### config.mk
export PLATFORM = sky130hd
export DESIGN_NAME = if_stage
export DESIGN_NICKNAME = d
export VERILOG_FILES = /design/src/hw/if_pkg.sv /design/src/hw/if_stage.sv /design/src/hw/if_id_register.sv /design/src/hw/if_instr_fifo.sv /design/src/hw/if_fetch_unit.sv
export SDC_FILE = /design/constraint.sdc
export NUM_CORES = 1
export LEC_CHECK = 0
export ABC_AREA = 1
export BUFFER_PORTS_ARGS = -buffer_cell sky130_fd_sc_hd__buf_2
export CAP_MARGIN = 10
export CORE_MARGIN = 2
export CORE_UTILIZATION = 50
export CTS_CLUSTER_SIZE = 28
export DETAILED_ROUTE_END_ITERATION = 10
export PLACE_DENSITY = 0.77
export SYNTH_ARGS = -nofsm -noshare
export SYNTH_HDL_FRONTEND = slang
export SYNTH_SLANG_ARGS = --single-unit
### constraint.sdc
create_clock -name clk -period 11.43 [get_ports clk]
set_clock_uncertainty 0.2 [all_clocks]
set_input_delay 2.286 -clock clk [delete_from_list [all_inputs] [get_ports clk]]
set_output_delay 2.286 -clock clk [all_outputs]
set_load 0.01 [all_outputs]
### src/hw/if_pkg.sv
// Instruction fetch stage
// Shared constants and types
package if_pkg;

  ////////////////////
  // Sizes
  ////////////////////

  localparam int unsigned XLEN = 32;
  // Counter wide enough for 0 up to the buffer depth
  localparam int unsigned FIFO_CNT_W = 2;
  // Two in flight plus one held by decode
  localparam logic [FIFO_CNT_W-1:0] FIFO_DEPTH = 2'd3;
  localparam logic [FIFO_CNT_W-1:0] MAX_OUTSTANDING = 2'd2;
  // Trap base is this field followed by seven zero bits
  localparam int unsigned MTVEC_ADDR_W = 25;
  localparam int unsigned MTVEC_IDX_W = 5;

  ////////////////////
  // PC mux
  ////////////////////

  typedef enum logic [2:0] {
    PC_BOOT     = 3'd0,
    PC_JUMP     = 3'd1,
    PC_BRANCH   = 3'd2,
    PC_MRET     = 3'd3,
    PC_TRAP_EXC = 3'd4,
    PC_TRAP_IRQ = 3'd5
  } pc_mux_e;

  ////////////////////
  // Structs
  ////////////////////

  // Controller command to the stage
  typedef struct packed {
    logic                   pc_set;
    pc_mux_e                pc_mux;
    logic [MTVEC_IDX_W-1:0] mtvec_index;
    logic                   halt_if;
    logic                   kill_if;
    logic                   spare;
  } if_ctrl_t;

  // Redirect sources
  typedef struct packed {
    logic [XLEN-1:0]         boot_addr;
    logic [XLEN-1:0]         jump_target;
    logic [XLEN-1:0]         branch_target;
    logic [XLEN-1:0]         mepc;
    logic [MTVEC_ADDR_W-1:0] mtvec_addr;
  } pc_targets_t;

  typedef struct packed {
    logic            req;
    logic [XLEN-1:0] addr;
  } instr_bus_req_t;

  typedef struct packed {
    logic            rvalid;
    logic [XLEN-1:0] rdata;
    logic            err;
  } instr_bus_resp_t;

  // One buffered fetch with its address
  typedef struct packed {
    logic [XLEN-1:0] pc;
    logic [XLEN-1:0] rdata;
    logic            err;
  } fetch_entry_t;

  typedef struct packed {
    logic            instr_valid;
    logic [XLEN-1:0] instr;
    logic [XLEN-1:0] pc;
    logic            bus_err;
    logic            compressed;
    logic            abort_op;
  } if_id_pipe_t;

endpackage
### src/hw/if_stage.sv
// Instruction fetch stage top
`timescale 1ns/1ps

module if_stage (
  input  logic                    clk,
  input  logic                    rst_n,
  input  if_pkg::if_ctrl_t        ctrl_i,
  input  if_pkg::pc_targets_t     targets_i,
  input  logic                    trigger_match_i,
  input  logic                    id_ready_i,
  // Instruction bus
  input  logic                    gnt_i,
  input  if_pkg::instr_bus_resp_t bus_resp_i,
  output if_pkg::instr_bus_req_t  bus_req_o,
  // Toward decode
  output logic                    if_valid_o,
  output logic [if_pkg::XLEN-1:0] pc_if_o,
  output if_pkg::if_id_pipe_t     if_id_pipe_o,
  output logic                    if_busy_o
);

  logic                          push;
  if_pkg::fetch_entry_t          entry;
  logic [if_pkg::FIFO_CNT_W-1:0] free_cnt;
  logic                          head_valid;
  if_pkg::fetch_entry_t          head;
  logic                          pop;

  // Producer, bus side
  if_fetch_unit u_fetch (
    .clk        (clk),
    .rst_n      (rst_n),
    .ctrl_i     (ctrl_i),
    .targets_i  (targets_i),
    .gnt_i      (gnt_i),
    .bus_resp_i (bus_resp_i),
    .free_cnt_i (free_cnt),
    .bus_req_o  (bus_req_o),
    .push_o     (push),
    .entry_o    (entry),
    .busy_o     (if_busy_o)
  );

  // Redirect flushes buffered words
  if_instr_fifo u_fifo (
    .clk          (clk),
    .rst_n        (rst_n),
    .flush_i      (ctrl_i.pc_set),
    .push_i       (push),
    .entry_i      (entry),
    .pop_i        (pop),
    .head_valid_o (head_valid),
    .head_o       (head),
    .free_cnt_o   (free_cnt)
  );

  // Consumer, decode side
  if_id_register u_if_id (
    .clk             (clk),
    .rst_n           (rst_n),
    .ctrl_i          (ctrl_i),
    .head_valid_i    (head_valid),
    .head_i          (head),
    .trigger_match_i (trigger_match_i),
    .id_ready_i      (id_ready_i),
    .pop_o           (pop),
    .if_valid_o      (if_valid_o),
    .pc_if_o         (pc_if_o),
    .if_id_pipe_o    (if_id_pipe_o)
  );

endmodule

### src/hw/if_id_register.sv
// IF/ID pipeline register
`timescale 1ns/1ps

module if_id_register (
  input  logic                    clk,
  input  logic                    rst_n,
  input  if_pkg::if_ctrl_t        ctrl_i,
  input  logic                    head_valid_i,
  input  if_pkg::fetch_entry_t    head_i,
  input  logic                    trigger_match_i,
  input  logic                    id_ready_i,
  output logic                    pop_o,
  output logic                    if_valid_o,
  output logic [if_pkg::XLEN-1:0] pc_if_o,
  output if_pkg::if_id_pipe_t     if_id_pipe_o
);

  logic                instr_valid_q;
  logic                transfer;
  if_pkg::if_id_pipe_t pipe_n;
  if_pkg::if_id_pipe_t pipe_q;

  ////////////////////
  // Handshake
  ////////////////////

  // Halt or kill hides the head from decode
  assign if_valid_o = head_valid_i && !ctrl_i.halt_if && !ctrl_i.kill_if;
  assign transfer   = if_valid_o && id_ready_i;
  // Kill drains the buffer one entry per cycle
  assign pop_o      = head_valid_i && (ctrl_i.kill_if || transfer);
  assign pc_if_o    = head_i.pc;

  ////////////////////
  // Metadata
  ////////////////////

  always_comb begin
    pipe_n             = '0;
    pipe_n.instr_valid = 1'b1;
    pipe_n.instr       = head_i.rdata;
    pipe_n.pc          = head_i.pc;
    pipe_n.bus_err     = head_i.err;
    // Low bits 2'b11 mark a full-size instruction
    pipe_n.compressed  = ~&head_i.rdata[1:0];
    // Known to fault later in the pipe
    pipe_n.abort_op    = head_i.err || trigger_match_i;
  end

  // Valid bit follows decode ready and holds while stalled
  always_ff @(posedge clk, negedge rst_n) begin
    if (!rst_n) begin
      instr_valid_q <= 1'b0;
    end else if (id_ready_i) begin
      instr_valid_q <= if_valid_o;
    end
  end

  always_ff @(posedge clk) begin
    if (transfer) begin
      pipe_q <= pipe_n;
    end
  end

  always_comb begin
    if_id_pipe_o             = pipe_q;
    if_id_pipe_o.instr_valid = instr_valid_q;
  end

  a_no_valid_on_kill: assert property (@(posedge clk) disable iff (!rst_n)
    ctrl_i.kill_if |-> !if_valid_o);

endmodule

### src/hw/if_instr_fifo.sv
// Fetch buffer
`timescale 1ns/1ps

module if_instr_fifo (
  input  logic                          clk,
  input  logic                          rst_n,
  input  logic                          flush_i,
  input  logic                          push_i,
  input  if_pkg::fetch_entry_t          entry_i,
  input  logic                          pop_i,
  output logic                          head_valid_o,
  output if_pkg::fetch_entry_t          head_o,
  output logic [if_pkg::FIFO_CNT_W-1:0] free_cnt_o
);

  if_pkg::fetch_entry_t          mem_q [if_pkg::FIFO_DEPTH];
  logic [if_pkg::FIFO_CNT_W-1:0] wr_ptr_q;
  logic [if_pkg::FIFO_CNT_W-1:0] rd_ptr_q;
  logic [if_pkg::FIFO_CNT_W-1:0] count_q;

  // Pointer step with wrap at the last entry
  function automatic logic [if_pkg::FIFO_CNT_W-1:0] ptr_inc(
    input logic [if_pkg::FIFO_CNT_W-1:0] ptr
  );
    return (ptr == if_pkg::FIFO_DEPTH - 1'b1) ? '0 : ptr + 1'b1;
  endfunction

  always_ff @(posedge clk, negedge rst_n) begin
    if (!rst_n) begin
      wr_ptr_q <= '0;
      rd_ptr_q <= '0;
      count_q  <= '0;
    end else if (flush_i) begin
      // Redirect empties the buffer, a same-cycle push is lost
      wr_ptr_q <= '0;
      rd_ptr_q <= '0;
      count_q  <= '0;
    end else begin
      if (push_i) begin
        wr_ptr_q <= ptr_inc(wr_ptr_q);
      end
      if (pop_i) begin
        rd_ptr_q <= ptr_inc(rd_ptr_q);
      end
      if (push_i && !pop_i) begin
        count_q <= count_q + 1'b1;
      end else if (!push_i && pop_i) begin
        count_q <= count_q - 1'b1;
      end
    end
  end

  // Storage
  always_ff @(posedge clk) begin
    if (push_i && !flush_i) begin
      mem_q[wr_ptr_q] <= entry_i;
    end
  end

  assign head_valid_o = (count_q != '0);
  assign head_o       = mem_q[rd_ptr_q];
  assign free_cnt_o   = if_pkg::FIFO_DEPTH - count_q;

  // Fetch unit throttling must keep the buffer from overflowing
  a_no_push_full: assert property (@(posedge clk) disable iff (!rst_n)
    (push_i && !flush_i) |-> (count_q != if_pkg::FIFO_DEPTH));

  a_no_pop_empty: assert property (@(posedge clk) disable iff (!rst_n)
    pop_i |-> head_valid_o);

endmodule

### src/hw/if_fetch_unit.sv
// Fetch unit
`timescale 1ns/1ps

module if_fetch_unit (
  input  logic                          clk,
  input  logic                          rst_n,
  input  if_pkg::if_ctrl_t              ctrl_i,
  input  if_pkg::pc_targets_t           targets_i,
  input  logic                          gnt_i,
  input  if_pkg::instr_bus_resp_t       bus_resp_i,
  input  logic [if_pkg::FIFO_CNT_W-1:0] free_cnt_i,
  output if_pkg::instr_bus_req_t        bus_req_o,
  output logic                          push_o,
  output if_pkg::fetch_entry_t          entry_o,
  output logic                          busy_o
);

  logic [if_pkg::XLEN-1:0]       redirect_addr;
  logic [if_pkg::XLEN-1:0]       pc_q;
  logic                          fetch_en_q;
  logic                          req;
  logic                          grant;
  logic [if_pkg::FIFO_CNT_W-1:0] out_cnt_q;
  logic [if_pkg::FIFO_CNT_W-1:0] out_cnt_n;
  logic [if_pkg::FIFO_CNT_W-1:0] disc_cnt_q;
  // Addresses of granted fetches, oldest at the read pointer
  logic [if_pkg::XLEN-1:0]       addr_q [if_pkg::MAX_OUTSTANDING];
  logic                          aq_wr_ptr_q;
  logic                          aq_rd_ptr_q;

  ////////////////////
  // Next PC
  ////////////////////

  always_comb begin
    // Boot as fallback
    redirect_addr = {targets_i.boot_addr[if_pkg::XLEN-1:2], 2'b00};
    case (ctrl_i.pc_mux)
      if_pkg::PC_BOOT:     redirect_addr = {targets_i.boot_addr[if_pkg::XLEN-1:2], 2'b00};
      if_pkg::PC_JUMP:     redirect_addr = {targets_i.jump_target[if_pkg::XLEN-1:2], 2'b00};
      if_pkg::PC_BRANCH:   redirect_addr = {targets_i.branch_target[if_pkg::XLEN-1:2], 2'b00};
      // Return to the saved exception PC
      if_pkg::PC_MRET:     redirect_addr = {targets_i.mepc[if_pkg::XLEN-1:2], 2'b00};
      // All exceptions share the trap base
      if_pkg::PC_TRAP_EXC: redirect_addr = {targets_i.mtvec_addr, 7'h00};
      // Vectored interrupts, base plus index times 4
      if_pkg::PC_TRAP_IRQ: redirect_addr = {targets_i.mtvec_addr, ctrl_i.mtvec_index, 2'b00};
      default: ;
    endcase
  end

  ////////////////////
  // Request issue
  ////////////////////

  // Room on the bus and room in the buffer for every answer in flight
  assign req   = fetch_en_q && (out_cnt_q < if_pkg::MAX_OUTSTANDING) && (out_cnt_q < free_cnt_i);
  assign grant = req && gnt_i;

  assign bus_req_o.req  = req;
  assign bus_req_o.addr = pc_q;

  // Outstanding count after this edge
  always_comb begin
    out_cnt_n = out_cnt_q;
    if (grant && !bus_resp_i.rvalid) begin
      out_cnt_n = out_cnt_q + 1'b1;
    end else if (!grant && bus_resp_i.rvalid) begin
      out_cnt_n = out_cnt_q - 1'b1;
    end
  end

  always_ff @(posedge clk, negedge rst_n) begin
    if (!rst_n) begin
      pc_q        <= '0;
      fetch_en_q  <= 1'b0;
      out_cnt_q   <= '0;
      disc_cnt_q  <= '0;
      aq_wr_ptr_q <= 1'b0;
      aq_rd_ptr_q <= 1'b0;
    end else begin
      out_cnt_q <= out_cnt_n;
      // Two-entry queue, pointers wrap on overflow
      if (grant) begin
        aq_wr_ptr_q <= aq_wr_ptr_q + 1'b1;
      end
      if (bus_resp_i.rvalid) begin
        aq_rd_ptr_q <= aq_rd_ptr_q + 1'b1;
      end
      if (ctrl_i.pc_set) begin
        pc_q       <= redirect_addr;
        fetch_en_q <= 1'b1;
        // Everything still in flight after this edge belongs to the old stream
        disc_cnt_q <= out_cnt_n;
      end else begin
        if (grant) begin
          pc_q <= pc_q + 32'd4;
        end
        if (bus_resp_i.rvalid && (disc_cnt_q != '0)) begin
          disc_cnt_q <= disc_cnt_q - 1'b1;
        end
      end
    end
  end

  always_ff @(posedge clk) begin
    if (grant) begin
      addr_q[aq_wr_ptr_q] <= pc_q;
    end
  end

  ////////////////////
  // Response filter
  ////////////////////

  // Old-stream answers are dropped
  assign push_o        = bus_resp_i.rvalid && (disc_cnt_q == '0) && !ctrl_i.pc_set;
  assign entry_o.pc    = addr_q[aq_rd_ptr_q];
  assign entry_o.rdata = bus_resp_i.rdata;
  assign entry_o.err   = bus_resp_i.err;

  assign busy_o = (out_cnt_q != '0);

  a_out_cnt_max: assert property (@(posedge clk) disable iff (!rst_n)
    out_cnt_q <= if_pkg::MAX_OUTSTANDING);

  // Bus must not answer a fetch that was never granted
  a_rvalid_pending: assert property (@(posedge clk) disable iff (!rst_n)
    bus_resp_i.rvalid |-> (out_cnt_q != '0));

endmodule

==> flow_summary.ini, run 1 <==
[detailed_routing]
drc = 0
drtIter0Drc = 859
ant_nets = 0
wl_per_cell_um = 18.40
post_drt_via_cell_ratio = 5.255
drt_wl_total_mm = 38.33
first_pass_iters = 5
vias = 10950

[synth]
async_flop_share = 0.1229
ys.warnings.count = 0
yosysMostFrequentCell = nand2_1
synth.avg_cell_area_um2 = 11.11
ys.flop_type = edfxtp_1
syn_inst = 1372
seq_area_frac_synth = 0.6906
synth_edf_count = 314
yosysTopAreaCell = edfxtp_1
netlist_top_cells_area = edfxtp_1 (62%), nand2_1 (11%), dfrtp_1 (7.2%)
synth_top_area_share = 0.6184
ys_ff_latch = 358
netlist_area_um2 = 15250
yosys-top-cells-count = nand2_1 (450), edfxtp_1 (314), nand3_1 (120), nor2_1 (92), inv_1 (76)
ys_types = 34

[timing]
maxSlewHeadroom = 0.2910
finalHoldViolations = 0
worst_slack_ns = 6.247
setup_viol = 0
period_needed_ns = 5.183
max_slew.worst_pin.slew_ns = 1.063
clock.fmax_mhz = 192.9
tns_ns = 0
fin_crit_sh = 0.4535
slew_viol_final = 0
whs_ns = 0.2588
rsz0062_at_grt = false

[pwr]
p_switching_w = 0.001146
p_sw_frac = 0.3044
power_density_nw_per_um2 = 207.3
combPwrFrac = 0.228
p_seq_frac = 0.475
power.leakage_nw = 7.439
p_clk_frac = 0.297
p_int_w = 0.002620
ir_drop_uv = 111.1

[clock_tree]
hold_buffers = 0
clock-sinks = 358
root_buffer = clkbuf_16
numCtsBuffers = 36
cts_resized = 0
htree_num_levels = 2
cts_tree = yes
post-cts-setup-buffer-count = 0
clk_latency_ns = 0.51
clkSlewWorstSetupHoldPaths_ns = 0.06
cts_buffer_depth = 3

[finish]
layout-area-overhead-vs-synth_pct = 19.16
seqCellArea_um2 = 10530
diodes = 0
fin_area_um2 = 18170
layout-drive-gt1-share = 0.2581
fillers = 2434
finalNonFillerCells = 2083
nets = 1876
multi_input_area_um2 = 3988

[setup_path]
cp.arrival_ns = 2.70
rr_endpoint = u_fifo.mem_q[2][46]$_DFFE_PP_
worstPathMaxFanout = 2
endpoint = if_valid_o
path_cells = buf_2 -> nor3_1 -> buf_2
timing.rr.start = u_fetch.disc_cnt_q[0]$_DFFE_PN0P_
rrSetupSlack_ns = 8.89
worst_path_max_delay_cell = nor3_1
cp-start-kind = input port
critPathLaunch = ctrl_i[2]
critPathMaxStageDelay_ns = 0.16
critPathKind = input port to primary output
endpoint_kind = primary output
crit_cells = 3
cp.required_ns = 8.94
path_delay_family = buffers and inverters
crit_buf_inv = 2
crit_top_cell = buf_2
reg2reg_depth = 5

[grt]
gr-total-overflow = 0
grt_pass1_vias = 10540
antenna_found_initial = 2
grt_pass1_wl_mm = 57.62
grt_usage = 0.2385
grt_start_max_net_pins = 66

[worst_hold_path]
hold_class = flop to flop
min_path_cells = 2

[place]
pre_cts_slack_ns = 6.242
portBuffers = 323
place_hpwl_mm = 26.18
dpl.cell_count = 2020
place_area_um2 = 17040
gp_congestion = 0.9137

[die]
die_area_um2 = 31910
fp.coreArea_um2 = 29800
dieWidth_um = 178.6
rows = 63
initial_core_util = 0.5117
boundaryPins = 339
die_h_um = 178.6

[job]
max_cap_viol_count = 0

[run_status]
status = completed
## tightest hold or removal path, cell delays in order (launching register included)
cell and delay, ns:
dfrtp_1 0.32, inv_1 0.05, nand2_1 0.06
## layout by cell type (no fill, tap or decap), types with 10 or more instances in the layout
| cell type | netlist | layout |
|---|---|---|
| a22oi_1 | 20 | 20 |
| nand3_1 | 120 | 120 |
| clkbuf_16 | 0 | 36 |
| o21ai_0 | 29 | 29 |
| mux2_2 | 30 | 30 |
| edfxtp_1 | 314 | 314 |
| clkbuf_1 | 29 | 11 |
| o21bai_1 | 10 | 10 |
| buf_4 | 39 | 15 |
| buf_2 | 12 | 323 |
| nand2_1 | 450 | 450 |
| nand4_1 | 21 | 21 |
| dfrtp_1 | 44 | 43 |
| nor2_1 | 92 | 86 |
| inv_1 | 76 | 75 |
| a21oi_1 | 36 | 36 |
## cell families after synthesis
family / count (synthesis) / share of synthesized area
flip-flops: 358 / 0.6906
buffers and inverters: 167 / 0.05170
multiplexers: 30 / 0.02216
AO/OA/AOI/OAI: 108 / 0.04128
XOR/XNOR: 3 / 0.001724
other: 1 / 0.0002459
AND/OR/NAND/NOR: 701 / 0.1890
adder cells (fa/ha/maj): 4 / 0.003283
## final cells by class
class / instances / area share
Sequential cell: 358 / 0.5796
Timing Repair Buffer: 338 / 0.09517
Inverter: 82 / 0.01694
Clock inverter: 16 / 0.01005
Multi-Input combinational cell: 852 / 0.2195
Clock buffer: 47 / 0.05186
Tap cell: 390 / 0.02686
## power by group through the flow
stage | registers [W] | clock network [W] | logic (W)
global placement | 0.00181 | 0 | 0.000836
detailed placement | 0.00181 | 0 | 0.000863
global route | 0.00181 | 0.00120 | 0.000957
CTS | 0.00179 | 0.00114 | 0.000870
floorplan | 0.00180 | 0 | 0.000572
finish | 0.00179 | 0.00112 | 0.000858
## stage by stage
stage | utilization | total power (W)
floorplan | - | 0.002368
finish | 0.6098 | 0.003766
global placement | 0.5720 | 0.002641
detailed placement | 0.5720 | 0.002677
global route | 0.6098 | 0.003962
CTS | 0.6098 | 0.003803
## layer usage
metal  GRT usage  wire length (µm)  vias up  share of wire
li1            -                 -     5248              -
met1      0.2938             14980     5188           0.39
met2      0.4237             19620      453           0.51
met3     0.04582              2731       54          0.071
met4     0.07520               977        4          0.025
met5           0                27        -        0.00070
## registers in the layout, indices dropped and copies added, names as in the netlist
name / flops
u_fifo.mem_q: 189
u_if_id.if_id_pipe_o: 65
u_fetch.addr_q: 60
u_fetch.pc_q: 30
u_fetch.disc_cnt_q: 2
u_fetch.out_cnt_q: 2
u_fifo.count_q: 2
u_fifo.rd_ptr_q: 2
u_fifo.wr_ptr_q: 2
u_fetch.aq_rd_ptr_q: 1
u_fetch.aq_wr_ptr_q: 1
u_fetch.fetch_en_q: 1
u_if_id.instr_valid_q: 1
## worst min path at each step
stage               slack (ns)                      startpoint                        endpoint
global placement          0.24  u_fetch.fetch_en_q$_DFFE_PN0P_  u_fetch.fetch_en_q$_DFFE_PN0P_
CTS                       0.26  u_fetch.fetch_en_q$_DFFE_PN0P_  u_fetch.fetch_en_q$_DFFE_PN0P_
floorplan                 0.22  u_fetch.fetch_en_q$_DFFE_PN0P_  u_fetch.fetch_en_q$_DFFE_PN0P_
detailed placement        0.24  u_fetch.fetch_en_q$_DFFE_PN0P_  u_fetch.fetch_en_q$_DFFE_PN0P_
finish                    0.26  u_fetch.fetch_en_q$_DFFE_PN0P_  u_fetch.fetch_en_q$_DFFE_PN0P_
global route              0.31  u_fetch.fetch_en_q$_DFFE_PN0P_  u_fetch.fetch_en_q$_DFFE_PN0P_
(Power assumes the default switching activity.)
==> run 2: changes to the inputs <==
--- a/config.mk
+++ b/config.mk
@@ -9,10 +9,10 @@
 export BUFFER_PORTS_ARGS = -buffer_cell sky130_fd_sc_hd__buf_2
 export CAP_MARGIN = 10
 export CORE_MARGIN = 2
-export CORE_UTILIZATION = 50
+export CORE_UTILIZATION = 49
 export CTS_CLUSTER_SIZE = 28
 export DETAILED_ROUTE_END_ITERATION = 10
-export PLACE_DENSITY = 0.77
+export PLACE_DENSITY = 0.78
 export SYNTH_ARGS = -nofsm -noshare
 export SYNTH_HDL_FRONTEND = slang
 export SYNTH_SLANG_ARGS = --single-unit
==> constraint.sdc (replaced) <==
create_clock -name clk -period 4.17 [get_ports clk]
set_clock_uncertainty 0.2 [all_clocks]
set_input_delay 0.834 -clock clk [delete_from_list [all_inputs] [get_ports clk]]
set_output_delay 0.834 -clock clk [all_outputs]
set_load 0.01 [all_outputs]
==> flow_summary.ini, run 2 (synthesis results as in run 1) <==
[finish]
largest-register = u_fifo.mem_q
layout_common_cells = nand2_1 (450), buf_2 (323), edfxtp_1 (314), nand3_1 (120), nor2_1 (86)
nets = 1879
fin_area_um2 = 18240
largest_reg_flops = 189
layout-drive-gt1-share = 0.2599
final_common_cell = nand2_1
layout-area-overhead-vs-synth_pct = 19.61

[timing]
setup_viol = 0
finalHoldViolations = 0
maxSlewHeadroom = 0.2568
whs_ns = 0.2725
period_needed_ns = 3.159
slew_viol_final = 0
clock.fmax_mhz = 316.6
fin_crit_sh = 0.7575
rsz0062_at_grt = false
max_slew.worst_pin.slew_ns = 1.115

[clock_tree]
root_buffer = clkbuf_16
cts_tree = yes
cts_buffer_depth = 3
post-cts-setup-buffer-count = 0
hold_buffers = 0
cts_resized = 0
numCtsBuffers = 36
htree_num_levels = 2
clk_latency_ns = 0.51
clkSlewWorstSetupHoldPaths_ns = 0.06
clock-sinks = 358

[setup_path]
critPathKind = flop to primary output
cp.required_ns = 3.14
endpoint_kind = primary output
cp-start-kind = flop
worstPathMaxFanout = 33
cp.arrival_ns = 2.12

[place]
place_area_um2 = 17120
gp_congestion = 0.9447
place_hpwl_mm = 26.85
portBuffers = 323

[pwr]
ir_drop_uv = 259.2
power.leakage_nw = 7.467
power_density_nw_per_um2 = 564.1

[die]
die_area_um2 = 32540
die_h_um = 180.4
dieWidth_um = 180.4
initial_core_util = 0.4984
boundaryPins = 339
rows = 64
fp.coreArea_um2 = 30590

[grt]
grt_usage = 0.2283
grt_pass1_vias = 10740
grt_start_max_net_pins = 66
gr-total-overflow = 0
antenna_found_initial = 0
grt_pass1_wl_mm = 57.91

[detailed_routing]
ant_nets = 0
drt_wl_total_mm = 38.04
first_pass_iters = 5
wl_per_cell_um = 18.17
post_drt_via_cell_ratio = 5.227
drtIter0Drc = 787
vias = 10950
drc = 0

[run_status]
status = completed

[job]
max_cap_viol_count = 0

[worst_hold_path]
hold_class = flop to flop
## run 2: cell count changes in the layout (fill, tap and decap cells not counted), moves of 2 or more
cell,previous run,this run
buf_12,0,3
bufinv_16,3,1
clkbuf_1,11,8
clkbuf_16,36,38
clkinv_1,6,9
clkinv_2,2,4
## run 2: layout make-up
class | count | area, µm²
fillers | 2518 | 12350
flip-flops and latches | 358 | 10530
multi-input cells | 852 | 3994
repair buffers | 341 | 1789
clock buffers | 46 | 980.9
well taps | 396 | 495.5
inverters | 82 | 307.8
clock inverters | 18 | 136.4
diodes | 1 | 2.502
## run 2: per-stage QoR
| step | setup TNS, ns | util | total power (W) | worst slack (ns) | std cells |
|---|---|---|---|---|---|
| 2_1_floorplan | -48.71 | - | 0.006491 | -0.3361 | 1377 |
| 3_3_place_gp | 0 | 0.5596 | 0.007260 | 1.048 | 2029 |
| 3_5_place_dp | 0 | 0.5596 | 0.007347 | 1.073 | 2029 |
| 4_1_cts | 0 | 0.5961 | 0.01038 | 0.9364 | 2093 |
| 5_1_grt | 0 | 0.5961 | 0.01082 | 0.8395 | 2093 |
| 6_report | 0 | 0.5962 | 0.01029 | 1.011 | 2094 |
## run 2: power by group
part	internal, W	total, W	switching (W)	leakage [nW]
sequential	0.00458	0.00494	0.000361	3.38
clock	0.00174	0.00302	0.00128	0.533
combinational	0.000818	0.00233	0.00151	3.55
total	0.00713	0.0103	0.00316	7.47
## run 2: path summary, 6_finish.rpt
path                                           startpoint                                end  slack, ns  depth (start not counted)
hold / removal             u_fetch.fetch_en_q$_DFFE_PN0P_     u_fetch.fetch_en_q$_DFFE_PN0P_       0.27                          2
hold reg to reg            u_fetch.fetch_en_q$_DFFE_PN0P_     u_fetch.fetch_en_q$_DFFE_PN0P_       0.27                          2
max in group asynchronous                           rst_n     u_fifo.rd_ptr_q[1]$_DFFE_PN0P_       2.76                          1
min in group asynchronous                           rst_n  u_if_id.instr_valid_q$_DFFE_PN0P_       0.30                          1
setup reg to reg           u_fetch.out_cnt_q[1]$_DFF_PN0_        u_fetch.pc_q[8]$_DFFE_PN0P_       1.65                          9
setup / recovery           u_fifo.rd_ptr_q[0]$_DFFE_PN0P_                        pc_if_o[13]       1.01                          5
## run 2: critical path, cell delays in order, from the launching register on
cell	delay [ns]
dfrtp_1	0.39
inv_1	0.10
nor2_4	0.64
nand2_1	0.12
nand3_1	0.19
buf_2	0.16
## run 2: routing by layer
metal | vias up | wire (µm) | GRT usage
li1 | 5265 | - | -
met1 | 5135 | 14880 | 0.2750
met2 | 458 | 18940 | 0.4035
met3 | 87 | 2722 | 0.04507
met4 | 0 | 1501 | 0.09065
met5 | - | 0 | 0
